[src/rtl/vend_macros.svh]
`ifndef VEND_MACROS_SVH
`define VEND_MACROS_SVH

// product positions
`define VEND_SLOTS          4

// button vector layout
`define VEND_BTN_W          12
`define VEND_BTN_UP         10
`define VEND_BTN_DOWN       4
`define VEND_BTN_SELECT     7
`define VEND_BTN_BUY        9
`define VEND_BTN_RETURN     3
`define VEND_BTN_RESTOCK    5
`define VEND_BTN_COIN_LO    0

// coin values, small sits on the highest coin bit
`define VEND_COIN_SMALL     1
`define VEND_COIN_MID       5
`define VEND_COIN_LARGE     10

`define VEND_STOCK_LIMIT    9

`define VEND_INIT_STOCK_0   9
`define VEND_INIT_STOCK_1   1
`define VEND_INIT_STOCK_2   0
`define VEND_INIT_STOCK_3   4

`define VEND_PRICE_0        10
`define VEND_PRICE_1        12
`define VEND_PRICE_2        15
`define VEND_PRICE_3        18

`endif

[src/rtl/vend_pkg.sv]
package vend_pkg;

    typedef logic [7:0] credit_t;
    typedef logic [3:0] stock_t;
    typedef logic [1:0] slot_idx_t;
    // 0 is no item, otherwise position plus one
    typedef logic [2:0] item_t;

    typedef enum logic [2:0] {
        op_none    = 3'd0,
        op_move    = 3'd1,
        op_select  = 3'd2,
        op_coin    = 3'd3,
        op_buy     = 3'd4,
        op_return  = 3'd5,
        op_restock = 3'd6,
        op_admin   = 3'd7
    } op_e;

    typedef enum logic [1:0] {
        st_none         = 2'd0,
        st_short_credit = 2'd1,
        st_sold         = 2'd2,
        st_admin        = 2'd3
    } status_e;

    // one command word per cycle from the panel
    typedef struct packed {
        op_e       op;
        credit_t   coin;
        slot_idx_t slot;
    } panel_cmd_t;

    typedef struct packed {
        stock_t  stock;
        logic    sold;
        logic    short;
        credit_t charge;
    } slot_report_t;

endpackage

[src/rtl/panel_decoder.sv]
`timescale 1ns/1ns
`include "vend_macros.svh"

module panel_decoder (
    input  logic                  clk,
    input  logic                  rst,
    input  logic [`VEND_BTN_W-1:0] button_sw_oneshot,
    input  logic                  admin_mode,
    input  logic                  admin_oneshot,
    input  vend_pkg::stock_t      stock [`VEND_SLOTS],
    output vend_pkg::panel_cmd_t  cmd,
    output vend_pkg::slot_idx_t   cursor,
    output vend_pkg::item_t       selected_item,
    output vend_pkg::stock_t      shown_stock
);
    import vend_pkg::*;

    logic       move_up;
    logic       move_down;
    logic       select_sw;
    logic       buy_sw;
    logic       return_sw;
    logic       restock_sw;
    logic [2:0] coin_sw;
    item_t      cursor_item;
    slot_idx_t  sel_slot;

    assign move_up     = button_sw_oneshot[`VEND_BTN_UP];
    assign move_down   = button_sw_oneshot[`VEND_BTN_DOWN];
    assign select_sw   = button_sw_oneshot[`VEND_BTN_SELECT];
    assign buy_sw      = button_sw_oneshot[`VEND_BTN_BUY];
    assign return_sw   = button_sw_oneshot[`VEND_BTN_RETURN];
    assign restock_sw  = button_sw_oneshot[`VEND_BTN_RESTOCK];
    assign coin_sw     = button_sw_oneshot[`VEND_BTN_COIN_LO +: 3];

    assign cursor_item = item_t'(cursor) + 3'd1;
    assign sel_slot    = slot_idx_t'(selected_item - 3'd1);
    assign shown_stock = stock[cursor];

    ////////////////////////////////////////////////////////////////////////////
    // command priority
    ////////////////////////////////////////////////////////////////////////////
    always_comb begin
        cmd.op   = op_none;
        cmd.coin = '0;
        cmd.slot = cursor;
        if (move_up || move_down) begin
            cmd.op = op_move;
        end else if (select_sw) begin
            cmd.op = op_select;
        end else if (coin_sw != 3'b000) begin
            cmd.op = op_coin;
            if (coin_sw[2]) begin
                cmd.coin = credit_t'(`VEND_COIN_SMALL);
            end else if (coin_sw[1]) begin
                cmd.coin = credit_t'(`VEND_COIN_MID);
            end else begin
                cmd.coin = credit_t'(`VEND_COIN_LARGE);
            end
        end else if (buy_sw) begin
            // buy with nothing selected is swallowed
            if (selected_item != '0) begin
                cmd.op   = op_buy;
                cmd.slot = sel_slot;
            end
        end else if (return_sw) begin
            cmd.op = op_return;
        end else if (restock_sw) begin
            if (admin_mode) begin
                cmd.op = op_restock;
            end
        end else if (admin_oneshot) begin
            cmd.op = op_admin;
        end
    end

    ////////////////////////////////////////////////////////////////////////////
    // cursor and selection
    ////////////////////////////////////////////////////////////////////////////
    always_ff @(posedge clk) begin
        if (!rst) begin
            cursor        <= '0;
            selected_item <= '0;
        end else begin
            case (cmd.op)
                op_move: begin
                    // up wins when both are pressed
                    if (move_up) begin
                        if (cursor != '0)
                            cursor <= cursor - 2'd1;
                    end else if (cursor != slot_idx_t'(`VEND_SLOTS - 1)) begin
                        cursor <= cursor + 2'd1;
                    end
                end
                op_select: begin
                    if (selected_item == cursor_item)
                        selected_item <= '0;
                    else if (shown_stock != '0)
                        selected_item <= cursor_item;
                end
                op_buy:  selected_item <= '0;
                default: ;
            endcase
        end
    end

endmodule

[src/rtl/product_slot.sv]
`timescale 1ns/1ns
`include "vend_macros.svh"

module product_slot #(
    parameter int                  INIT_STOCK = 0,
    parameter int                  PRICE      = 10,
    parameter vend_pkg::slot_idx_t SLOT_ID    = '0
) (
    input  logic                   clk,
    input  logic                   rst,
    input  vend_pkg::panel_cmd_t   cmd,
    input  vend_pkg::credit_t      credit,
    output vend_pkg::slot_report_t report
);
    import vend_pkg::*;

    stock_t stock;
    logic   hit;
    logic   buy_hit;
    logic   can_sell;
    logic   restock_ok;

    assign hit        = (cmd.slot == SLOT_ID);
    assign buy_hit    = hit && (cmd.op == op_buy);
    // exact payment is enough
    assign can_sell   = (stock != '0) && (credit >= credit_t'(PRICE));
    assign restock_ok = hit && (cmd.op == op_restock)
                        && (stock < stock_t'(`VEND_STOCK_LIMIT));

    // report straight from the command, ledger acts on the same edge
    always_comb begin
        report.stock  = stock;
        report.sold   = buy_hit && can_sell;
        report.short  = buy_hit && !can_sell;
        report.charge = (buy_hit && can_sell) ? credit_t'(PRICE) : '0;
    end

    always_ff @(posedge clk) begin
        if (!rst) begin
            stock <= stock_t'(INIT_STOCK);
        end else if (buy_hit && can_sell) begin
            stock <= stock - 4'd1;
        end else if (restock_ok) begin
            stock <= stock + 4'd1;
        end
    end

endmodule

[src/rtl/sale_ledger.sv]
`timescale 1ns/1ns
`include "vend_macros.svh"

module sale_ledger (
    input  logic                   clk,
    input  logic                   rst,
    input  vend_pkg::panel_cmd_t   cmd,
    input  vend_pkg::slot_report_t report [`VEND_SLOTS],
    output vend_pkg::credit_t      credit,
    output vend_pkg::status_e      status,
    output vend_pkg::credit_t      refund,
    output logic                   refund_valid
);
    import vend_pkg::*;

    logic       any_sold;
    logic       any_short;
    credit_t    charge;
    logic [8:0] coin_sum;

    ////////////////////////////////////////////////////////////////////////////
    // slot report merge
    ////////////////////////////////////////////////////////////////////////////
    // only the addressed slot answers, so OR is enough
    always_comb begin
        any_sold  = 1'b0;
        any_short = 1'b0;
        charge    = '0;
        for (int i = 0; i < `VEND_SLOTS; i++) begin
            any_sold  = any_sold | report[i].sold;
            any_short = any_short | report[i].short;
            charge    = charge | report[i].charge;
        end
    end

    assign coin_sum = {1'b0, credit} + {1'b0, cmd.coin};

    ////////////////////////////////////////////////////////////////////////////
    // credit, status and refund
    ////////////////////////////////////////////////////////////////////////////
    always_ff @(posedge clk) begin
        if (!rst) begin
            credit       <= '0;
            status       <= st_none;
            refund       <= '0;
            refund_valid <= 1'b0;
        end else begin
            refund_valid <= 1'b0;
            case (cmd.op)
                op_coin: begin
                    // saturate at full scale
                    credit <= coin_sum[8] ? 8'hff : coin_sum[7:0];
                    status <= st_none;
                end
                op_buy: begin
                    if (any_sold) begin
                        credit <= credit - charge;
                        status <= st_sold;
                    end else if (any_short) begin
                        status <= st_short_credit;
                    end
                end
                op_return: begin
                    refund       <= credit;
                    // a return right after a return gives no second pulse
                    refund_valid <= !refund_valid;
                    credit       <= '0;
                    status       <= st_none;
                end
                op_admin: status <= st_admin;
                op_move, op_select, op_restock: status <= st_none;
                // idle cycle keeps everything
                default: ;
            endcase
        end
    end

endmodule

[src/rtl/vending_core.sv]
`timescale 1ns/1ns
`include "vend_macros.svh"

module vending_core (
    input  logic                   clk,
    input  logic                   rst,
    input  logic [`VEND_BTN_W-1:0] button_sw_oneshot,
    input  logic                   admin_mode,
    input  logic                   admin_oneshot,
    output vend_pkg::credit_t      credit,
    output vend_pkg::slot_idx_t    cursor,
    output vend_pkg::item_t        selected_item,
    output vend_pkg::stock_t       shown_stock,
    output vend_pkg::status_e      status,
    output vend_pkg::credit_t      refund,
    output logic                   refund_valid
);
    import vend_pkg::*;

    localparam int INIT_STOCK [`VEND_SLOTS] = '{
        `VEND_INIT_STOCK_0, `VEND_INIT_STOCK_1, `VEND_INIT_STOCK_2, `VEND_INIT_STOCK_3
    };
    localparam int PRICE [`VEND_SLOTS] = '{
        `VEND_PRICE_0, `VEND_PRICE_1, `VEND_PRICE_2, `VEND_PRICE_3
    };

    panel_cmd_t   cmd;
    stock_t       stock [`VEND_SLOTS];
    slot_report_t report [`VEND_SLOTS];

    panel_decoder i_decoder (
        .clk               (clk),
        .rst               (rst),
        .button_sw_oneshot (button_sw_oneshot),
        .admin_mode        (admin_mode),
        .admin_oneshot     (admin_oneshot),
        .stock             (stock),
        .cmd               (cmd),
        .cursor            (cursor),
        .selected_item     (selected_item),
        .shown_stock       (shown_stock)
    );

    ////////////////////////////////////////////////////////////////////////////
    // one slot per product
    ////////////////////////////////////////////////////////////////////////////
    for (genvar i = 0; i < `VEND_SLOTS; i++) begin : g_slot
        product_slot #(
            .INIT_STOCK (INIT_STOCK[i]),
            .PRICE      (PRICE[i]),
            .SLOT_ID    (slot_idx_t'(i))
        ) i_slot (
            .clk    (clk),
            .rst    (rst),
            .cmd    (cmd),
            .credit (credit),
            .report (report[i])
        );

        // stock back to the panel
        assign stock[i] = report[i].stock;
    end

    sale_ledger i_ledger (
        .clk          (clk),
        .rst          (rst),
        .cmd          (cmd),
        .report       (report),
        .credit       (credit),
        .status       (status),
        .refund       (refund),
        .refund_valid (refund_valid)
    );

endmodule

[config.mk]
export PLATFORM = sky130hd
export DESIGN_NAME = vending_core
export DESIGN_NICKNAME = d
export VERILOG_FILES = /design/src/rtl/vend_pkg.sv /design/src/rtl/panel_decoder.sv /design/src/rtl/product_slot.sv /design/src/rtl/sale_ledger.sv /design/src/rtl/vending_core.sv
export VERILOG_INCLUDE_DIRS = /design/src /design/src/rtl
export SDC_FILE = /design/constraint.sdc
export NUM_CORES = 1
export LEC_CHECK = 0
export BUFFER_PORTS_ARGS = -buffer_cell sky130_fd_sc_hd__buf_4
export CAP_MARGIN = 20
export CORE_AREA = 2 2 80 82
export DETAILED_ROUTE_END_ITERATION = 10
export DIE_AREA = 0 0 82 84
export PLACE_DENSITY = 0.95
export SETUP_SLACK_MARGIN = 0.4
export SLEW_MARGIN = 20
export SYNTH_ARGS = -nofsm -noshare
export SYNTH_HDL_FRONTEND = slang
export SYNTH_HIERARCHICAL = 1
export SYNTH_SLANG_ARGS = --single-unit
[constraint.sdc]
create_clock -name clk -period 8.7 [get_ports clk]
set_clock_uncertainty 0.2 [all_clocks]
set_input_delay 0.87 -clock clk [delete_from_list [all_inputs] [get_ports clk]]
set_output_delay 0.87 -clock clk [all_outputs]
set_load 0.005 [all_outputs]
Word level (Yosys, flattened, before mapping):

Cells that the tools add are included.

* flip-flop bits (word level): 40
* bits of input ports: 16
* output and inout bits: 28

* add/sub/neg operators: 14
* magnitude comparators: 9
* equality and inequality tests: 16
* muxes and demuxes: 44
* bitwise gates (word level): 10
* reduce and logical (&&, ||, !) cells: 53

Operator list (number)
* $mux 4: 16
* $mux 3: 11
* $ge 8x4->1 const B: 3
* $logic_and 1x1->1: 24
* $pmux 8 s3: 1
* $mux 10: 2
* $reduce_bool 4->1: 5
* $add 4x1->4 const B: 4
* $lt 4x4->1 const B: 4
* $mux 2: 8
* $mux 8: 2
* $sub 4x1->4 const B: 4
* $reduce_bool 2->1: 7
* $eq 3x3->1 const B: 4
* $reduce_bool 3->1: 4
* $add 8x8->9: 1
* $bmux 4 s2: 1
* $ge 8x5->1 const B: 1
* $or 8x4->8: 1
* $or 8x5->8: 1
* $reduce_and 2->1: 4
* $sub 8x8->8: 1
* $eq 3x2->1 const B: 2
* $ne 3x1->1 const B: 2
* other kinds (21): 33

Depth between registers and ports, before layout:

Gate-level depths: netlist of the first run.

* depth after elaboration: 17
* gate-level depth with buffers: 20
* depth with buffers taken out: 19

Cells and area by module:

The synthesis of the first run kept the hierarchy.

By module, submodules not included
* sale_ledger: times used 1, cells each 194, area an instance 1554.0 µm², seq. area each 380.4 µm²
* panel_decoder: times used 1, cells each 76, area an instance 615.6 µm², seq. area each 100.1 µm²
* product_slot at g_slot[2].i_slot: times used 1, cells each 49, area an instance 431.7 µm², seq. area each 80.1 µm²
* product_slot at g_slot[1].i_slot: times used 1, cells each 48, area an instance 425.4 µm², seq. area each 80.1 µm²
* product_slot at g_slot[3].i_slot: times used 1, cells each 52, area an instance 425.4 µm², seq. area each 80.1 µm²
* product_slot at g_slot[0].i_slot: times used 1, cells each 48, area an instance 399.1 µm², seq. area each 80.1 µm²

Least setup slack after synthesis of the first run:

OpenSTA, ideal clock, no wires.

* path kind: input to register
* start point: input button_sw_oneshot[5]
* end point: register i_ledger.credit[5]
* library setup time: 0.122 ns
* arrival time: 5.698 ns
* setup slack: 2.680 ns
* stages on the path: 16
* buffers on the path: 1
* cell sequence: nand2b_1 -> a211o_1 -> a311oi_1 -> nor2_1 -> nand2_2 -> inv_2 -> buf_4 -> or4_1 -> inv_1 -> ha_1 -> nor2b_1 -> o2111ai_1 -> nand3_1 -> xor2_1 -> a22o_1 -> o311a_1

RTL lines
* start, declared: RTL line vending_core.sv:7 `` input logic [`VEND_BTN_W-1:0] button_sw_oneshot, ``
* end signal, assigned: RTL line sale_ledger.sv:52 `credit <= coin_sum[8] ? 8'hff : coin_sum[7:0];`
* end signal, assigned: RTL line sale_ledger.sv:57 `credit <= credit - charge;`
* end, declared: RTL line sale_ledger.sv:9 `output vend_pkg::credit_t credit,`

==> results of run 1 <==
==> state kept, by name, summed over array words and instances, names as in the netlist <==
name	flops
g_slot.i_slot/stock	16
i_decoder/cursor	2
i_ledger/credit	8
i_ledger/status	2
i_decoder/selected_item	3
i_ledger/refund	8
i_ledger/refund_valid	1
==> through the flow <==
stage          cell area, um2  hold WS [ps]
2_1_floorplan            3930           224
3_3_place_gp             4020           215
3_5_place_dp             4020           228
4_1_cts                  4130           240
5_1_grt                  4130           266
6_report                 4130           234
==> metal layers <==
metal	part of all wire	global-route usage	wire (um)
met1	0.40	0.337	3750
met2	0.49	0.473	4620
met3	0.073	0.0574	684
met4	0.036	0.142	342
met5	0	0	0
==> worst paths after layout <==
path                            slack (ps)  cells after the start                    end
worst max-delay path                  3250                     15     i_ledger/credit[5]
worst min-delay path                   230                      1  i_ledger/refund_valid
worst max register to register        3790                     17     i_ledger/credit[5]
worst min register to register         230                      1  i_ledger/refund_valid
==> worst max-delay path, stage by stage <==
cell and delay [ps]:
buf_4 140, nor4_1 560, nand4_1 270, o21ai_0 700, nand4b_1 260, nor4_2 810
or4_1 250, inv_1 60, ha_1 280, nor2b_1 160, o2111ai_1 230, nand3_1 120
xor2_1 170, a22o_1 200, o311a_1 350
==> Yosys cell counts (2+ instances only) <==
master	count
nor2b_1	4
a21o_1	10
mux2i_1	12
nor2_1	18
nand3_1	22
nor3b_1	4
nor4_2	6
a211oi_1	3
o21ai_0	18
xnor2_1	14
mux4_2	3
xor2_1	3
nand4bb_1	2
ha_1	27
nand4_1	6
or4_1	4
or3_1	5
o221a_2	2
a21oi_1	35
o21a_1	4
buf_6	3
nor4b_1	2
and4bb_1	3
a21o_2	2
a31oi_1	3
a211o_1	2
nand2b_1	7
fa_1	6
nand2_2	2
a21oi_2	3
inv_1	26
nand2_1	50
nor3_1	14
o221ai_1	3
buf_4	37
nor4_1	11
clkbuf_1	3
conb_1	5
dfxtp_1	40
nand4b_1	2
buf_2	2
==> final cells by class <==
class                   instances  area share
inverters                      27      0.0245
clock inverters                 2     0.00848
well taps                      77      0.0233
flip-flops and latches         40       0.194
clock buffers                   6      0.0176
multi-input cells             375       0.656
repair buffers                 42      0.0763
==> power by group <==
group	switching, mW	leakage (nW)	internal, mW
registers	0.0237	0.324	0.191
logic	0.0850	1.42	0.0762
clock network	0.0683	0.0552	0.0852
==> logic make-up after synthesis <==
family	count (synthesis)
AOI/OAI and AO/OA	106
xor gates and xnor gates	17
adders and majority gates	33
buffers and inverters	73
DFF	40
muxes	18
other	5
and+or+nand+nor	175
==> reports/summary.txt, run 1 <==
status - finished clean
total CTS buffers - 5
# diodes - 0
Critical path origin - button_sw_oneshot[4]
final wirelength - 9400 um
Post-Syn Area - 3850 um2
layout cells sized above 1 - 0.165
asr flop ratio synth - 0
clock buffer depth - 2
multiplexer area fraction after synthesis - 0.0624
Fin. Hold Viols - 0
slew at the pin with the worst max-slew slack - 1080 ps
GR Overflow Total - 0
Hold Crit Class - reg2reg
fmax - 184 MHz
area leader, netlist - dfxtp_1
Starting Density - 0.632
initial antenna violation count - 0
post-cts sizing count - 0
footprint of the multi-input gates - 2710 um2
R2R Path Start - i_decoder/selected_item[0]
hold buffers post-CTS - 0
Core Util, Final - 0.678
largest family of logic cells by synthesized area - simple AND/OR/NAND/NOR gates
Critical Path AT - 5430 ps
Routed Antenna Nets - 0
Adder-Cell Fraction of Synth Area - 0.119
Pre-antenna DRT Iters - 6
Core Area - 6100 um2
Yosys top cell area share - 0.208
slew margin rel. - 0.277
Initial DRC Count - 428
Total GRT Usage - 0.283
Synth Flop Type - dfxtp_1
xor/xnor share of the synthesized area - 0.0387
Yosys cell types - 80
Setup TNS - 0 ps
postcts setup bufs - 0
Reg clk slew, reported paths - 80 ps
CP Capture Type - flip-flop
CTS tree - built
Avg Inst Size Synth - 8.25 um2
compound-gate portion of the synthesized area - 0.191
Area Overhead vs Synth - 7.24%
Seq/Total Area, Yosys - 0.208
Leak - 1.80 nW
H-tree levels - 2
ranking of synthesized cells by area - dfxtp_1 (21%), ha_1 (8.8%), buf_4 (7.2%)
Rows - 29
vias per inst - 6.40
most frequent cells in the layout - nand2_1 (50), buf_4 (42), dfxtp_1 (40)
largest net degree at the start of global routing - 37
crit path max fanout - 9
Routed wire per std cell - 16.5 um
FF/Latch Area - 801 um2
Die H - 84 um
IO buf count - 40
hpwl dp - 6920 um
Tmin final - 5450 ps
RSZ-0062 raised after global routing - no
clk_lat worst skew - 300 ps
critical path class - in2reg
VDD IR max - 0.000107 V
Synth warnings - 6
worst slack, placed - 3110 ps
startpoint types - input port
most common cell after layout, fill and taps aside - nand2_1
max_cap viols - 0
number of global-route vias before repair - 3579
Final period util - 0.626
setup violators final - 0
Final WS setup - 3250 ps
first-pass GRT wire length - 15700 um
pwr dens - 128 nW/um2
Final Max Tran Viols - 0
post-route DRC violation count - 0
WP data required - 8690 ps
via count - 3639
Synth Area in Simple Gates - 0.263
die area - 6890 um2
FF+latch count, synth - 40
count of flip-flops with a built-in enable after synthesis - 0
final std cells w/o fill - 569
clk sink count - 40
IO Pins - 44
Nets - 540
Pwr Total - 0.529 mW
hold path startpoint - i_ledger/refund_valid
Cells after Synth - 467
routability cong. - 0.881
clock root buffer - clkbuf_8
die width - 82 um
placed insts - 561
# fillers - 441
(Power assumes the default switching activity.)
==> run 2, diff against run 1 <==
- CORE_AREA: 2 2 80 82 -> 2 2 88 90
- DIE_AREA: 0 0 82 84 -> 0 0 90 92
- PLACE_DENSITY: 0.95 -> 0.86
- clock period: 8.7 -> 4.89 ns (I/O delays scaled with it)
==> run 2 against run 1 <==
  * Clock power is 39% higher
  * Highest routed layer unchanged
  * Core utilization is 11 points lower
  * Hold slack better by 6.2 ps
  * Largest cell class unchanged
==> reports/summary.txt, run 2 (same netlist as run 1, synthesis figures left out) <==
status - finished clean
Initial DRC Count - 199 (-54%)
Pre-antenna DRT Iters - 5 (-1)
die area - 8280 um2 (+20%)
IO buf count - 40 (unchanged)
Pwr Total - 0.894 mW (+69%)
slew at the pin with the worst max-slew slack - 652 ps (-431 ps)
most frequent cells in the layout - nand2_1 (50), buf_4 (50), dfxtp_1 (39)
critical path class - reg2reg
fmax - 239 MHz
WP data required - 4870 ps (-3820 ps)
worst slack, placed - 281 ps (-2830 ps)
GR Overflow Total - 0 (unchanged)
Fin. Hold Viols - 0 (unchanged)
Top Registers - g_slot.i_slot/stock x16, i_ledger/credit x8, i_ledger/refund x8
Nets - 548 (+1.5%)
worst reg-to-reg path cell count - 18 (+1)
clk sink count - 40 (unchanged)
Final Max Tran Viols - 0 (unchanged)
max reg flops - 16 (unchanged)
clk_lat worst skew - 290 ps (about the same)
CTS tree - built
post-route DRC violation count - 0 (unchanged)
Routed wire per std cell - 15.3 um (-7.2%)
Worst path slowest cell - or4b_4
switching power total - 0.314 mW (+77%)
IO Pins - 44 (unchanged)
Total GRT Usage - 0.219 (-0.0638)
via count - 3566 (-2.0%)
Critical path origin - i_decoder/selected_item[1]
Core Area - 7450 um2 (+22%)
RSZ-0062 raised after global routing - no
worst-path cell chain - inv_1 > ha_1 > nand2b_1 > nand4_1 > nand2_1 > o21ai_0 > or4b_4 > a2111o_1 > inv_2 > or4_1 > inv_1 > ha_1 > nor2b_1 > o2111ai_2 > nand3_1 > xor2_1 > a22o_1 > o311a_1
die width - 90 um (+9.8%)
number of global-route vias before repair - 3368 (-5.9%)
R2R setup slack - 710 ps (-3080 ps)
layout cells sized above 1 - 0.186 (+0.0217)
total CTS buffers - 5 (unchanged)
Int Pwr - 0.580 mW (+65%)
clock buffer depth - 2 (unchanged)
# diodes - 0 (unchanged)
clock root buffer - clkbuf_8
initial antenna violation count - 0 (unchanged)
combinational power share - 0.334 (+0.029)
startpoint types - flip-flop
Seq pwr share - 0.428 (+0.023)
Reg clk slew, reported paths - 80 ps (about the same)
CP max stage delay - 550 ps (-260 ps)
largest net degree at the start of global routing - 37 (unchanged)
CP Capture Type - flip-flop
hold buffers post-CTS - 0 (unchanged)
Final period util - 0.855
Rows - 32 (+10%)
R2R Path Start - i_decoder/selected_item[1]
pwr dens - 213 nW/um2 (+66%)
WHS - 240 ps (+6.21 ps)
CP Capture Point - i_ledger/credit[5]
hpwl dp - 6790 um (-1.9%)
Die H - 92 um (+9.5%)
Starting Density - 0.517 (-0.115)
# fillers - 677 (+54%)
crit path max fanout - 6 (-3)
max_cap viols - 0 (unchanged)
Hold Crit Class - reg2reg
H-tree levels - 2 (unchanged)
Final WS setup - 707 ps (-2550 ps)
placed insts - 593 (+5.7%)
Setup TNS - 0 ps (unchanged)
setup violators final - 0 (unchanged)
final wirelength - 9220 um (-2.0%)
clock share of power - 0.238 (-0.052)
sw frac - 0.351 (+0.0166)
first-pass GRT wire length - 15200 um (-3.6%)
final std cells w/o fill - 601 (+5.6%)
Leak - 1.82 nW (+1.4%)
Critical Path AT - 4160 ps (-1270 ps)
slew margin rel. - 0.565 (+0.288)
Reg with most FFs - g_slot.i_slot/stock
Routed Antenna Nets - 0 (unchanged)
Area Overhead vs Synth - 9.19%
vias per inst - 5.93 (-7.2%)
R2R Path End - i_ledger/credit[5]
Tmin final - 4180 ps
VDD IR max - 0.000203 V (+90%)
routability cong. - 0.871 (-1.2%)
==> run 2: critical path: cells and delay by family (launching register included) <==
kind	cells	cell delay, ps
simple gates	7	1410
buf+inv	3	270
flops	1	400
xor+xnor	1	170
compound gates	5	1200
fa+ha+maj	2	430
==> run 2: timing repair <==
item / 4_1_cts / 5_1_grt
setup endpoints to repair: 0 / 2
setup buffers: 0 / 1
gates resized for setup: 0 / 3
==> run 2: metal layers <==
| metal | vias to the layer above | part of all wire | GRT usage |
|---|---|---|---|
| li1 | 1724 | - | - |
| met1 | 1712 | 0.43 | 0.268 |
| met2 | 111 | 0.50 | 0.383 |
| met3 | 19 | 0.052 | 0.0345 |
| met4 | 0 | 0.018 | 0.0974 |
| met5 | - | 0 | 0 |
==> run 2: final cells by class <==
cell class | instances | area (um2) | share of cell area
flip-flops and latches | 40 | 802 | 0.191
inverters | 27 | 101 | 0.0241
multi-input cells | 375 | 2720 | 0.647
well taps | 102 | 128 | 0.0303
repair buffers | 50 | 375 | 0.0893
clock buffers | 6 | 72.6 | 0.0173
clock inverters | 1 | 5.00 | 0.00119
==> run 2: worst min-delay path by stage <==
stage / end / startpoint / cells past startpoint
floorplan: i_ledger/refund_valid / i_ledger/refund_valid / 1
global placement: i_ledger/refund_valid / i_ledger/refund_valid / 1
detailed placement: i_ledger/refund_valid / i_ledger/refund_valid / 1
CTS: i_ledger/refund_valid / i_ledger/refund_valid / 1
global route: i_ledger/refund_valid / i_ledger/refund_valid / 1
finish: i_ledger/refund_valid / i_ledger/refund_valid / 1
==> run 2: power by group through the flow <==
stage / Sequential, mW / Clock [mW] / Combinational, mW
floorplan: 0.370 / 0 / 0.221
global placement: 0.388 / 0 / 0.279
detailed placement: 0.388 / 0 / 0.291
CTS: 0.381 / 0.214 / 0.294
global route: 0.384 / 0.229 / 0.327
finish: 0.382 / 0.213 / 0.299
==> run 2: per-stage QoR <==
step                cell area, um2   util
finish                        4210  0.565
global route                  4210  0.565
CTS                           4190  0.563
detailed placement            4110  0.552
global placement              4110  0.552
floorplan                     3950      -
==> run 3, diff against run 2 <==
- CORE_AREA: 2 2 88 90 -> 4 4 90 92
- DIE_AREA: 0 0 90 92 -> 0 0 94 96
- GPL_TIMING_DRIVEN: default -> 0
- SKIP_LAST_GASP: default -> 1
==> run 3 against run 2 <==
  * Non-clock buffer count increased by 43
  * Flip-flop and latch count unchanged
  * Final area increased by 9.0%
  * Count of clock-buffer cells in the layout decreased by 1
==> reports/summary.txt, run 3 (same netlist as run 1, synthesis figures left out) <==
slew at the pin with the worst max-slew slack - 687 ps (+35.7 ps)
Area Overhead vs Synth - 19.0%
critical path class - reg2reg
# diodes - 0 (unchanged)
max reg flops - 16 (unchanged)
max_cap viols - 0 (unchanged)
Core Util, Final - 0.635 (+0.0706)
final std cells w/o fill - 641 (+6.7%)
RSZ-0062 raised after global routing - no
layout cells sized above 1 - 0.253 (+0.0664)
CP Capture Type - flip-flop
CP Capture Point - i_ledger/credit[5]
R2R Path End - i_ledger/credit[5]
fmax - 235 MHz (-1.6%)
Tmin final - 4250 ps (+66.1 ps)
WP data required - 4870 ps (about the same)
Worst Hold Path Cells - 1 (unchanged)
R2R Path Start - i_decoder/selected_item[0]
worst slack, placed - -455 ps (-736 ps)
initial antenna violation count - 0 (unchanged)
Top Registers - g_slot.i_slot/stock x16, i_ledger/credit x8, i_ledger/refund x8
Core Area - 7210 um2 (-3.1%)
Routed wire per std cell - 14.7 um (-4.0%)
Final Max Tran Viols - 0 (unchanged)
Nets - 591 (+7.8%)
Pwr Total - 0.921 mW (+3.1%)
pwr dens - 201 nW/um2 (-5.4%)
Fin. Hold Viols - 0 (unchanged)
worst reg-to-reg path cell count - 19 (+1)
vias per inst - 5.72 (-3.6%)
Hold Crit Class - reg2reg
Reg with most FFs - g_slot.i_slot/stock
clock root buffer - clkbuf_8
slew margin rel. - 0.538 (-0.0271)
total CTS buffers - 5 (unchanged)
status - finished clean
IO Pins - 44 (unchanged)
clock buffer depth - 2 (unchanged)
worst-path cell chain - inv_1 > ha_1 > nand2b_1 > nand4_1 > buf_4 > nand2_1 > o21ai_4 > or4b_4 > a2111o_1 > inv_2 > or4_1 > inv_1 > ha_1 > nor2b_1 > o2111ai_2 > nand3_1 > xor2_1 > a22o_1 > o311a_1
Final period util - 0.869 (+0.0135)
# fillers - 631 (-6.8%)
Reg clk slew, reported paths - 80 ps (about the same)
most common cell after layout, fill and taps aside - buf_4
die width - 94 um (+4.4%)
Total GRT Usage - 0.212 (-0.00704)
WHS - 230 ps (-9.61 ps)
footprint of the multi-input gates - 2780 um2 (+2.1%)
IO buf count - 40 (unchanged)
Worst path slowest cell - or4b_4
Final WS setup - 641 ps (-66.1 ps)
Starting Density - 0.534 (+0.0167)
startpoint types - flip-flop
crit path max fanout - 8 (+2)
R2R setup slack - 640 ps (-70 ps)
Leak - 2.05 nW (+12%)
most frequent cells in the layout - buf_4 (83), nand2_1 (50), dfxtp_1 (38)
clk sink count - 40 (unchanged)
H-tree levels - 2 (unchanged)
largest net degree at the start of global routing - 29 (-22%)
Die H - 96 um (+4.3%)
Rows - 31 (-3.1%)
final wirelength - 9440 um (+2.4%)
CP max stage delay - 530 ps (-20 ps)
Routed Antenna Nets - 0 (unchanged)
first-pass GRT wire length - 15600 um (+2.6%)
Pre-antenna DRT Iters - 5 (unchanged)
post-route DRC violation count - 0 (unchanged)
setup violators final - 0 (unchanged)
Setup TNS - 0 ps (unchanged)
clk_lat worst skew - 290 ps (about the same)
GR Overflow Total - 0 (unchanged)
routability cong. - 0.873 (+0.24%)
hpwl dp - 7330 um (+8.0%)
dpl cell area - 4390 um2 (+6.6%)
post-route cell area - 4580 um2 (+9.0%)
placed insts - 628 (+5.9%)
CTS tree - built
die area - 9020 um2 (+9.0%)
VDD IR max - 0.000169 V (-17%)
Critical path origin - i_decoder/selected_item[0]
number of global-route vias before repair - 3538 (+5.0%)
FF/Latch Area - 806 um2 (+0.47%)
Critical Path AT - 4230 ps (+70 ps)
via count - 3667 (+2.8%)
Initial DRC Count - 264 (+33%)
run 3: cell count changes in the layout (fill, tap and decap cells not counted), moves of 2 or more:
cell      previous run  this run
nor4_4               1         3
buf_2                0         2
clkbuf_1             1         3
o21ai_0             17        15
buf_6                0         4
buf_4               50        83
run 3: power by group:
group | internal [mW] | total, mW | switching [mW] | leakage, nW
Combinational | 0.162 | 0.335 | 0.173 | 1.68
Sequential | 0.340 | 0.373 | 0.0331 | 0.325
Clock | 0.0967 | 0.213 | 0.117 | 0.0400
Total | 0.598 | 0.921 | 0.323 | 2.05
run 3: cell type report:
| cell class | count | share of cell area |
|---|---|---|
| Multi-Input combinational cell | 375 | 0.606 |
| Sequential cell | 40 | 0.176 |
| Timing Repair Buffer | 47 | 0.0778 |
| Buffer | 46 | 0.0734 |
| Tap cell | 99 | 0.0270 |
| Inverter | 27 | 0.0221 |
| Clock buffer | 5 | 0.0150 |
| Clock inverter | 2 | 0.00273 |
run 3: how the worst min path moves through the flow:
stage	start	endpoint	slack, ps
global placement	i_ledger/refund_valid	i_ledger/refund_valid	210
floorplan	i_ledger/refund_valid	i_ledger/refund_valid	220
CTS	i_ledger/refund_valid	i_ledger/refund_valid	230
global route	i_ledger/refund_valid	i_ledger/refund_valid	250
finish	i_ledger/refund_valid	i_ledger/refund_valid	230
detailed placement	i_ledger/refund_valid	i_ledger/refund_valid	220
run 3: repair_timing:
action	in CTS	in global routing
resized for setup	8	9
buffers inserted	0	6
endpoints found under the setup margin	5	5
hold endpoints to repair	0	0
hold buffers	0	0
pin swaps	1	5
run 3: worst max-delay path: cells and delay by family (launching register included):
family / cells / cell delay, ps
XOR/XNOR: 1 / 170
AND/OR/NAND/NOR: 7 / 1340
adder cells (fa/ha/maj): 2 / 450
flip-flops: 1 / 400
AO/OA/AOI/OAI: 5 / 1190
buffers and inverters: 4 / 410
run 3: per-layer routing:
metal / vias to the layer above / track usage / routed length [um]
met5: - / 0 / 0
met4: 0 / 0.0746 / 122
met2: 144 / 0.379 / 4670
met3: 11 / 0.0344 / 640
li1: 1807 / - / -
met1: 1705 / 0.259 / 4000
